$ cat config.mk
export PLATFORM = sky130hd
export DESIGN_NAME = xcr_top
export DESIGN_NICKNAME = d
export VERILOG_FILES = /design/src/hw/xcr_data_pkg.sv /design/src/hw/xcr_ctrl_pkg.sv /design/src/hw/xcr_top.sv /design/src/hw/word_writer.sv /design/src/hw/mix_engine.sv /design/src/hw/word_reader.sv /design/src/hw/xcr_fsm.sv
export VERILOG_INCLUDE_DIRS = /design/src /design/src/hw
export SDC_FILE = /design/constraint.sdc
export NUM_CORES = 1
export LEC_CHECK = 0
export BUFFER_PORTS_ARGS = -buffer_cell sky130_fd_sc_hd__clkbuf_2
export CORE_AREA = 2 2 199 201
export DETAILED_ROUTE_END_ITERATION = 8
export DIE_AREA = 0 0 201 203
export PLACE_DENSITY_LB_ADDON = 0.12
export SETUP_SLACK_MARGIN = 0.05
export SKIP_LAST_GASP = 1
export SYNTH_ARGS = -nofsm -noshare
export SYNTH_HDL_FRONTEND = slang
export SYNTH_SLANG_ARGS = --single-unit
$ cat constraint.sdc
create_clock -name clk -period 8.1 [get_ports clk]
set_clock_uncertainty 0.05 [all_clocks]
set_input_delay 0.405 -clock clk [delete_from_list [all_inputs] [get_ports clk]]
set_output_delay 0.405 -clock clk [all_outputs]
set_load 0.05 [all_outputs]
$ cat src/hw/xcr_settings.svh
`ifndef XCR_SETTINGS_SVH
`define XCR_SETTINGS_SVH

// Memory word width in bits
`define XCR_WORD_W 32

// Words in one transform block
`define XCR_BLOCK_WORDS 4

// Engine rounds applied per block, one per clock
`define XCR_ROUNDS 4

`endif
$ cat src/hw/xcr_data_pkg.sv
`include "xcr_settings.svh"

package xcr_data_pkg;

  typedef logic [`XCR_WORD_W-1:0] word_t;

  // Word 0 is the least significant and the lowest address
  typedef logic [`XCR_BLOCK_WORDS-1:0][`XCR_WORD_W-1:0] block_t;

  // Byte address on the memory port
  typedef logic [31:0] addr_t;

  typedef logic [`XCR_BLOCK_WORDS*`XCR_WORD_W-1:0] key_t;

endpackage

$ cat src/hw/xcr_ctrl_pkg.sv
`include "xcr_settings.svh"

package xcr_ctrl_pkg;

  // Sequencer states
  typedef enum logic [2:0] {
    IDLE,
    STARTING,
    FETCH,
    FETCH_WAIT,
    WORKING,
    STORE,
    STORE_WAIT,
    FINISHED
  } xcr_state_t;

  // Selects one word of a block
  typedef logic [$clog2(`XCR_BLOCK_WORDS)-1:0] word_idx_t;

endpackage

$ cat src/hw/xcr_top.sv
`timescale 1ns/1ps

module xcr_top (
  input  logic                 clk,
  input  logic                 reset_n,
  input  logic                 start_i,
  input  xcr_data_pkg::addr_t  src_addr_i,
  input  xcr_data_pkg::addr_t  dst_addr_i,
  input  xcr_data_pkg::key_t   key_i,
  input  xcr_data_pkg::word_t  rd_data_i,
  output logic                 done_o,
  output logic                 rd_req_o,
  output logic                 wr_en_o,
  output xcr_data_pkg::addr_t  rd_addr_o,
  output xcr_data_pkg::addr_t  wr_addr_o,
  output xcr_data_pkg::word_t  wr_data_o
);

  logic                    fetch;
  logic                    fetch_done;
  logic                    run;
  logic                    busy;
  logic                    store;
  logic                    store_done;
  logic                    clear;
  xcr_ctrl_pkg::word_idx_t word_idx;
  xcr_data_pkg::block_t    in_block;
  xcr_data_pkg::block_t    out_block;

  xcr_fsm u_fsm (
    .clk          (clk),
    .reset_n      (reset_n),
    .start_i      (start_i),
    .fetch_done_i (fetch_done),
    .busy_i       (busy),
    .store_done_i (store_done),
    .fetch_o      (fetch),
    .run_o        (run),
    .store_o      (store),
    .clear_o      (clear),
    .done_o       (done_o),
    .word_idx_o   (word_idx)
  );

  word_reader u_reader (
    .clk          (clk),
    .reset_n      (reset_n),
    .fetch_i      (fetch),
    .word_idx_i   (word_idx),
    .src_addr_i   (src_addr_i),
    .rd_data_i    (rd_data_i),
    .rd_req_o     (rd_req_o),
    .fetch_done_o (fetch_done),
    .rd_addr_o    (rd_addr_o),
    .block_o      (in_block)
  );

  mix_engine u_engine (
    .clk     (clk),
    .reset_n (reset_n),
    .clear_i (clear),
    .run_i   (run),
    .block_i (in_block),
    .key_i   (key_i),
    .busy_o  (busy),
    .block_o (out_block)
  );

  word_writer u_writer (
    .clk          (clk),
    .reset_n      (reset_n),
    .store_i      (store),
    .word_idx_i   (word_idx),
    .dst_addr_i   (dst_addr_i),
    .block_i      (out_block),
    .wr_en_o      (wr_en_o),
    .store_done_o (store_done),
    .wr_addr_o    (wr_addr_o),
    .wr_data_o    (wr_data_o)
  );

endmodule

$ cat src/hw/word_writer.sv
`timescale 1ns/1ps
`include "xcr_settings.svh"

module word_writer (
  input  logic                    clk,
  input  logic                    reset_n,
  input  logic                    store_i,
  input  xcr_ctrl_pkg::word_idx_t word_idx_i,
  input  xcr_data_pkg::addr_t     dst_addr_i,
  input  xcr_data_pkg::block_t    block_i,
  output logic                    wr_en_o,
  output logic                    store_done_o,
  output xcr_data_pkg::addr_t     wr_addr_o,
  output xcr_data_pkg::word_t     wr_data_o
);

  logic                wr_q;
  xcr_data_pkg::addr_t addr_q;
  xcr_data_pkg::word_t data_q;

  always_ff @(posedge clk or negedge reset_n) begin
    if (!reset_n)
      wr_q <= 1'b0;
    else
      wr_q <= store_i;
  end

  // Address and word captured on the request
  always_ff @(posedge clk) begin
    if (store_i) begin
      addr_q <= dst_addr_i
              + xcr_data_pkg::addr_t'(word_idx_i) * (`XCR_WORD_W / 8);
      data_q <= block_i[word_idx_i];
    end
  end

  // Write completes in the strobe cycle
  assign wr_en_o      = wr_q;
  assign store_done_o = wr_q;
  assign wr_addr_o    = addr_q;
  assign wr_data_o    = data_q;

endmodule

$ cat src/hw/mix_engine.sv
`timescale 1ns/1ps
`include "xcr_settings.svh"

module mix_engine (
  input  logic                 clk,
  input  logic                 reset_n,
  input  logic                 clear_i,
  input  logic                 run_i,
  input  xcr_data_pkg::block_t block_i,
  input  xcr_data_pkg::key_t   key_i,
  output logic                 busy_o,
  output xcr_data_pkg::block_t block_o
);

  localparam int BLOCK_W = $bits(xcr_data_pkg::block_t);
  localparam int CNT_W   = $clog2(`XCR_ROUNDS + 1);

  logic [CNT_W-1:0]     rnd_cnt;
  xcr_data_pkg::block_t state_q;

  // One round: key XOR, then rotate the block left by one bit
  function automatic xcr_data_pkg::block_t mix_round(
    input xcr_data_pkg::block_t b,
    input xcr_data_pkg::key_t   k
  );
    logic [BLOCK_W-1:0] flat;
    flat = b ^ k;
    return {flat[BLOCK_W-2:0], flat[BLOCK_W-1]};
  endfunction

  // First round is applied while loading
  always_ff @(posedge clk or negedge reset_n) begin
    if (!reset_n)
      rnd_cnt <= '0;
    else if (clear_i)
      rnd_cnt <= '0;
    else if (run_i)
      rnd_cnt <= CNT_W'(1);
    else if (rnd_cnt == CNT_W'(`XCR_ROUNDS - 1))
      rnd_cnt <= '0;
    else if (rnd_cnt != '0)
      rnd_cnt <= rnd_cnt + 1'b1;
  end

  always_ff @(posedge clk) begin
    if (clear_i)
      state_q <= '0;
    else if (run_i)
      state_q <= mix_round(block_i, key_i);
    else if (rnd_cnt != '0)
      state_q <= mix_round(state_q, key_i);
  end

  assign busy_o  = (rnd_cnt != '0);
  assign block_o = state_q;

  // Controller waits for the result before starting again
  a_run_not_busy: assert property (
    @(posedge clk) disable iff (!reset_n) run_i |-> !busy_o
  );

endmodule

$ cat src/hw/word_reader.sv
`timescale 1ns/1ps
`include "xcr_settings.svh"

module word_reader (
  input  logic                    clk,
  input  logic                    reset_n,
  input  logic                    fetch_i,
  input  xcr_ctrl_pkg::word_idx_t word_idx_i,
  input  xcr_data_pkg::addr_t     src_addr_i,
  input  xcr_data_pkg::word_t     rd_data_i,
  output logic                    rd_req_o,
  output logic                    fetch_done_o,
  output xcr_data_pkg::addr_t     rd_addr_o,
  output xcr_data_pkg::block_t    block_o
);

  logic                    pend_valid;
  xcr_ctrl_pkg::word_idx_t pend_idx;
  xcr_data_pkg::block_t    block_q;

  // Request goes out in the fetch cycle itself
  assign rd_req_o  = fetch_i;
  assign rd_addr_o = src_addr_i
                   + xcr_data_pkg::addr_t'(word_idx_i) * (`XCR_WORD_W / 8);

  always_ff @(posedge clk or negedge reset_n) begin
    if (!reset_n)
      pend_valid <= 1'b0;
    else
      pend_valid <= fetch_i;
  end

  always_ff @(posedge clk) begin
    if (fetch_i)
      pend_idx <= word_idx_i;
  end

  // Data returns one cycle after the request
  always_ff @(posedge clk) begin
    if (pend_valid)
      block_q[pend_idx] <= rd_data_i;
  end

  assign fetch_done_o = pend_valid;
  assign block_o      = block_q;

  // Memory latency allows only one read in flight
  a_no_overlap: assert property (
    @(posedge clk) disable iff (!reset_n) pend_valid |-> !fetch_i
  );

endmodule

$ cat src/hw/xcr_fsm.sv
`timescale 1ns/1ps
`include "xcr_settings.svh"

module xcr_fsm (
  input  logic                    clk,
  input  logic                    reset_n,
  input  logic                    start_i,
  input  logic                    fetch_done_i,
  input  logic                    busy_i,
  input  logic                    store_done_i,
  output logic                    fetch_o,
  output logic                    run_o,
  output logic                    store_o,
  output logic                    clear_o,
  output logic                    done_o,
  output xcr_ctrl_pkg::word_idx_t word_idx_o
);

  xcr_ctrl_pkg::xcr_state_t current_state, next_state;
  xcr_ctrl_pkg::word_idx_t  word_cnt;
  logic                     run_issued;
  logic                     last_word;

  assign last_word  = (word_cnt == xcr_ctrl_pkg::word_idx_t'(`XCR_BLOCK_WORDS - 1));
  assign word_idx_o = word_cnt;

  always_ff @(posedge clk or negedge reset_n) begin
    if (!reset_n)
      current_state <= xcr_ctrl_pkg::IDLE;
    else
      current_state <= next_state;
  end

  // Word counter wraps to zero after the last word of a pass
  always_ff @(posedge clk or negedge reset_n) begin
    if (!reset_n)
      word_cnt <= '0;
    else if (run_o || clear_o)
      word_cnt <= '0;
    else if (fetch_done_i || store_done_i)
      word_cnt <= word_cnt + 1'b1;
  end

  // Engine gets exactly one run per job
  always_ff @(posedge clk or negedge reset_n) begin
    if (!reset_n)
      run_issued <= 1'b0;
    else if (clear_o)
      run_issued <= 1'b0;
    else if (run_o)
      run_issued <= 1'b1;
  end

  always_comb begin
    next_state = current_state;
    case (current_state)
      xcr_ctrl_pkg::IDLE: begin
        if (start_i)
          next_state = xcr_ctrl_pkg::STARTING;
      end
      xcr_ctrl_pkg::STARTING: begin
        next_state = xcr_ctrl_pkg::FETCH;
      end
      xcr_ctrl_pkg::FETCH: begin
        next_state = xcr_ctrl_pkg::FETCH_WAIT;
      end
      xcr_ctrl_pkg::FETCH_WAIT: begin
        if (fetch_done_i)
          next_state = last_word ? xcr_ctrl_pkg::WORKING : xcr_ctrl_pkg::FETCH;
      end
      xcr_ctrl_pkg::WORKING: begin
        // Busy only rises after the run cycle
        if (run_issued && !busy_i)
          next_state = xcr_ctrl_pkg::STORE;
      end
      xcr_ctrl_pkg::STORE: begin
        next_state = xcr_ctrl_pkg::STORE_WAIT;
      end
      xcr_ctrl_pkg::STORE_WAIT: begin
        if (store_done_i)
          next_state = last_word ? xcr_ctrl_pkg::FINISHED : xcr_ctrl_pkg::STORE;
      end
      xcr_ctrl_pkg::FINISHED: begin
        next_state = xcr_ctrl_pkg::IDLE;
      end
      default: begin
        next_state = xcr_ctrl_pkg::IDLE;
      end
    endcase
  end

  always_comb begin
    fetch_o = (current_state == xcr_ctrl_pkg::FETCH);
    store_o = (current_state == xcr_ctrl_pkg::STORE);
    clear_o = (current_state == xcr_ctrl_pkg::IDLE);
    done_o  = (current_state == xcr_ctrl_pkg::FINISHED);
    run_o   = (current_state == xcr_ctrl_pkg::WORKING) && !run_issued;
  end

  // Completions only arrive in the matching wait state
  a_fetch_done_in_wait: assert property (
    @(posedge clk) disable iff (!reset_n)
    fetch_done_i |-> (current_state == xcr_ctrl_pkg::FETCH_WAIT)
  );

  a_store_done_in_wait: assert property (
    @(posedge clk) disable iff (!reset_n)
    store_done_i |-> (current_state == xcr_ctrl_pkg::STORE_WAIT)
  );

endmodule

# Word level (Yosys, flattened, before mapping)
# Index checks and enable logic that the tools add are counted.
# op_classes
n_shift	0
n_mul	0
order_cmp	3
bitwise_logic	2
mux	22
div	0
n_eq_ne	13
reduce_logical	14
n_addsub	4
# op_table
op	n
$mux W128	2
$xor A128 B128 Y128	2
$bwmux W128	1
$add A32 B4 Y32	2
$bmux W32 S2	1
$demux W32 S2	1
$mux W32	2
$mux W3	9
$pmux W3 S8	1
$eq A3 B3 Y1 const B	4
$eq A3 B2 Y1 const B	3
$lt A2 B3 Y1 const B	2
$mux W2	3
$ne A2 B1 Y1 const B	3
$reduce_bool A2 Y1	3
$reduce_and A4 Y1	1
$reduce_bool A4 Y1	1
$add A3 B1 Y3 const B	1
$eq A3 B1 Y1 const B	1
$logic_and A1 B1 Y1	3
$logic_not A3 Y1	1
$reduce_bool A3 Y1	1
$add A2 B1 Y2 const B	1
$eq A2 B2 Y1 const B	1
5 further kinds	8
# totals
output_inout_bits	99
romBits	0
mem_count	0
latch_bits	0
register_bits	333
mem_bits_rw	0

# Longest topological paths before layout
# logic_depth
ltp_word	5
depth_mapped	9
depth_no_buf	7

# Modules after synthesis
# A second synthesis with hierarchy kept.
# unflattened
hier_cells	1028
hier_area_um2	14830.5
# modules_own_cells
mod	cells_each	n_inst	area_per_inst_um2
mix_engine	572	1	6535.0
word_reader	230	1	4626.9
word_writer	187	1	3294.4
xcr_fsm	39	1	374.1

# Worst setup path after synthesis
# Ideal clock, no wire load.
# synth_timing
path_type	reg2reg
from	register u_fsm.current_state[0]
to	register u_writer.wr_q, in the netlist u_writer.store_done_o
path_stages_with_launch	4
required_ns	7.469
arrival_ns	5.024
path_slack_ns	2.446
setup_ns	0.581
n_path_buf	1
synth_period_minus_slack_ns	5.654
path_cell_list	dfrtp_1 -> buf_2 -> inv_1 -> nor3_1
# synth_via
elab_chain_cells	1
# synth_lines
element	line_no	text
start, declared	xcr_fsm.sv:19	xcr_ctrl_pkg::xcr_state_t current_state, next_state;
start signal, assigned	xcr_fsm.sv:29	current_state <= xcr_ctrl_pkg::IDLE;
start signal, assigned	xcr_fsm.sv:31	current_state <= next_state;
$eq A3 B3 Y1	xcr_fsm.sv:94	store_o = (current_state == xcr_ctrl_pkg::STORE);
via store	xcr_top.sv:23	logic store;
end signal, assigned	word_writer.sv:25	wr_q <= store_i;
end, declared	word_writer.sv:17	logic wr_q;
# The timed path passes the listed nets, and every way through them passes these cells.
# A chain may end at the register's enable or synchronous reset.

# Worst setup path in the final report
# layout_timing
from	register u_fsm.word_cnt[0], in the netlist u_fsm.word_idx_o[0]
to	output rd_addr_o[16]
# layout_via
elab_chain_cells	1
# layout_lines
element	line_no	text
start, declared	xcr_fsm.sv:20	xcr_ctrl_pkg::word_idx_t word_cnt;
start signal, assigned	xcr_fsm.sv:41	word_cnt <= word_cnt + 1'b1;
$add A32 B4 Y32	word_reader.sv:23	assign rd_addr_o = src_addr_i
end, declared	xcr_top.sv:14	output xcr_data_pkg::addr_t rd_addr_o,
# Every way passes these cells.

==> results.sh <==
export IMPL_run_status="complete, no violations"
export IMPL_worst_endpoint_required_ps=7650
export IMPL_maxCapViolations=0
export IMPL_synth_cell_type_count=44
export IMPL_synthesis_instances=1599
export IMPL_power_leakage_nw=7.88
export IMPL_post_layout_nonfiller_instances=2415
export IMPL_setup_violations_final=0
export IMPL_postSynthRegisterBits=333
export IMPL_cts_hold_repair_buffers=3
export IMPL_critPathCaptureType="primary output"
export IMPL_area_sequential_sq_um=8670
export IMPL_global_route_usage_total_pct=22.9
export IMPL_clockBufferDepth=3
export IMPL_crit_path_launch_type="flop"
export IMPL_cts_buffers_inserted=38
export IMPL_critical_path_top_delay_family="flip-flops"
export IMPL_multi_input_comb_area_sq_um=6880
export IMPL_grt_pass1_vias=13400
export IMPL_initial_utilization_pct=41.7
export IMPL_clock_root_buffer="clkbuf_16"
export IMPL_fillCellCount=3599
export IMPL_postSynthNetCount=1835
export IMPL_rsz0062_at_grt="no"
export IMPL_peakVddDrop_uv=127
export IMPL_num_rows=72
export IMPL_setup_buffers_after_cts=0
export IMPL_nNetsFinal=2100
export IMPL_report_final_slew_viol_count=0
export IMPL_hold_path_class="input port to flop"
export IMPL_floorplan_die_width_microns=201
export IMPL_place_inst=2339
export IMPL_grt_overflow=0
export IMPL_min_period_over_period_pct=49.2
export IMPL_detailroute_via_count=13700
export IMPL_drc=0
export IMPL_detailed_place_hpwl_mm=29.4
export IMPL_areaGrowthSynthToFinish_pct=20.0
export IMPL_grt_max_degree=110
export IMPL_antenna_violating_nets_remaining=0
export IMPL_synth_yosys_seq_area_share_pct=54.0
export IMPL_route_detailed_wl_per_inst_microns=19.5
export IMPL_via_per_inst=5.67
export IMPL_worst_path_cell_chain="ha_1 > inv_1 > fa_1 > nor3_1 > and3_1 > xor2_1 > clkbuf_2"
export IMPL_ys_dominant_reg_cell="edfxtp_1"
export IMPL_path_buf_inv=2
export IMPL_fp_coreArea_sq_um=38500
export IMPL_number_of_enable_flip_flop_cells_after_synthesis=194
export IMPL_die_height_microns=203
export IMPL_global_route_wire_length_before_repair_mm=74.3
export IMPL_synth_warning_count=0
export IMPL_synth_async_sr_flop_share_pct=3.30
export IMPL_drive_above_1_share_pct=23.6
export IMPL_finalWorstPathRequiredPeriod_ps=3980
export IMPL_fp_dieArea_sq_um=40800
export IMPL_crit_path_max_fanout=37
export IMPL_power_density_nw_per_um2=191
export IMPL_tritoncts_clock_tree="done"
export IMPL_worst_skew_pair_late_latency_ps=560
export IMPL_cell_area_synth_sq_um=16000
export IMPL_detail_route_first_pass_iterations=5
export IMPL_ports=326
export IMPL_fin_setup_tns_ps=0
export IMPL_placement_io_buffers=321
export IMPL_path_class="flop to primary output"
export IMPL_cts_sinks=333
export IMPL_fmaxAchievable_mhz=251
export IMPL_totalWireLength_mm=47.1
export IMPL_antenna_found_initial=3
export IMPL_clkSlewWorstSetupHoldPaths_ps=60
export IMPL_first_iter_violations=1035
export IMPL_gp_congestion=0.811
export IMPL_htree_levels=2
export IMPL_hold_viol_final=0
export IMPL_endpoint_arrival_time_on_the_critical_path_ps=3530
export IMPL_max_incr_delay_on_cp_ps=960
export IMPL_post_cts_resized_instances=0
export IMPL_worst_slew_pin_transition_ps=1100
export IMPL_timing_max_slew_rel_slack_pct=26.7
export IMPL_postSynthAreaPerCell_sq_um=10.0
export IMPL_crit_slowest_cell="dfrtp_4"
[cell usage in the layout, fill, tap and decap left out, types with 16 or more instances in the layout]
cell / netlist / layout
a21o_1: 128 / 128
a21oi_1: 133 / 133
clkbuf_16: 0 / 38
clkbuf_2: 1 / 321
dfxtp_1: 128 / 128
edfxtp_1: 194 / 194
mux4_2: 32 / 32
nand2_1: 151 / 149
nand3_1: 273 / 273
nand4_1: 17 / 17
nor3_1: 17 / 16
o21ai_0: 257 / 257
xnor2_1: 34 / 34
xor2_1: 24 / 24
[kinds of logic after synthesis]
| group | share of synthesized area (%) |
|---|---|
| AO/OA/AOI/OAI | 18.4 |
| AND/OR/NAND/NOR | 15.5 |
| flip-flops | 54.0 |
| buffers and inverters | 3.44 |
| XOR/XNOR | 3.17 |
| multiplexers | 4.69 |
| adder cells (fa/ha/maj) | 0.795 |
[per-layer routing]
| layer | vias up | routed length, microns | global-route usage, % |
|---|---|---|---|
| met4 | 0 | 1390 | 8.62 |
| met1 | 6684 | 20600 | 30.6 |
| met2 | 441 | 22500 | 37.8 |
| met5 | - | 0 | 0 |
| met3 | 81 | 2550 | 3.50 |
| li1 | 6488 | - | - |
[Yosys cell counts, types with 2 or more instances]
master | count | area share (%)
nor4_1 | 8 | 0.31
buf_1 | 2 | 0.047
o21ai_0 | 257 | 8.0
nand2_1 | 151 | 3.5
mux4_2 | 32 | 4.5
and4_1 | 6 | 0.33
and3_1 | 9 | 0.35
buf_2 | 23 | 0.72
buf_4 | 10 | 0.47
nor3b_1 | 3 | 0.14
ha_1 | 7 | 0.55
and3b_1 | 2 | 0.11
a21o_1 | 128 | 6.0
nor2b_1 | 2 | 0.078
xor2_1 | 24 | 1.3
nor2_1 | 12 | 0.28
dfxtp_1 | 128 | 16
mux2i_1 | 2 | 0.12
dfrtp_1 | 11 | 1.7
xnor2_1 | 34 | 1.9
nor3_1 | 17 | 0.53
a21oi_1 | 133 | 4.1
inv_1 | 15 | 0.35
nand4_1 | 17 | 0.66
nand2b_1 | 3 | 0.12
and2_1 | 2 | 0.078
edfxtp_1 | 194 | 36
clkbuf_1 | 78 | 1.8
fa_1 | 2 | 0.25
nand3_1 | 273 | 8.5
[through the flow]
step	hold slack (ps)	setup slack [ps]	power (mW)	util [%]	instance area [sq um]
floorplan	59.4	2450	1.91	-	16000
global placement	258	4740	2.01	46.7	18000
detailed placement	260	4680	2.01	46.7	18000
CTS	1.59	4080	3.73	50.0	19200
global route	22.7	3900	3.80	50.0	19300
finish	24.9	4120	3.69	50.1	19300
[where the power goes]
group          leakage [nW]  switching (mW)  internal (mW)
clock                 0.629           0.707           1.00
combinational          4.33           0.110         0.0809
sequential             2.92        0.000331           1.79
[path summary, 6_finish.rpt]
kind | from | endpoint | slack (ps) | cells past startpoint
setup / recovery | u_fsm.word_idx_o[0] | rd_addr_o[16] | 4120 | 7
hold / removal | rd_data_i[26] | u_reader.block_o[122] | 20 | 1
setup reg to reg | u_fsm.current_state[0] | u_engine.block_o[20] | 4680 | 5
hold reg to reg | u_reader.block_o[63] | u_engine.block_o[64] | 490 | 3
max in group asynchronous | reset_n | u_fsm.word_idx_o[0] | 7500 | 2
min in group asynchronous | reset_n | u_fsm.current_state[2] | 240 | 2
[state kept, by name, indices dropped and copies added, names as in the netlist, 2 cells and up]
| register | cells |
|---|---|
| u_engine.block_o | 128 |
| u_reader.block_o | 128 |
| u_writer.wr_addr_o | 32 |
| u_writer.wr_data_o | 32 |
| u_engine.rnd_cnt | 3 |
| u_fsm.current_state | 3 |
| u_fsm.word_idx_o | 2 |
| u_reader.pend_idx | 2 |
[area by class of cell]
class	count	area share [%]
timing repair buffer	339	9.08
inverter	15	0.292
clock inverter	21	0.884
multi-input combinational	1137	35.7
sequential	333	45.0
tap	518	3.37
antenna	3	0.0390
clock buffer	49	5.57
Power figures use the tool's default switching activity.
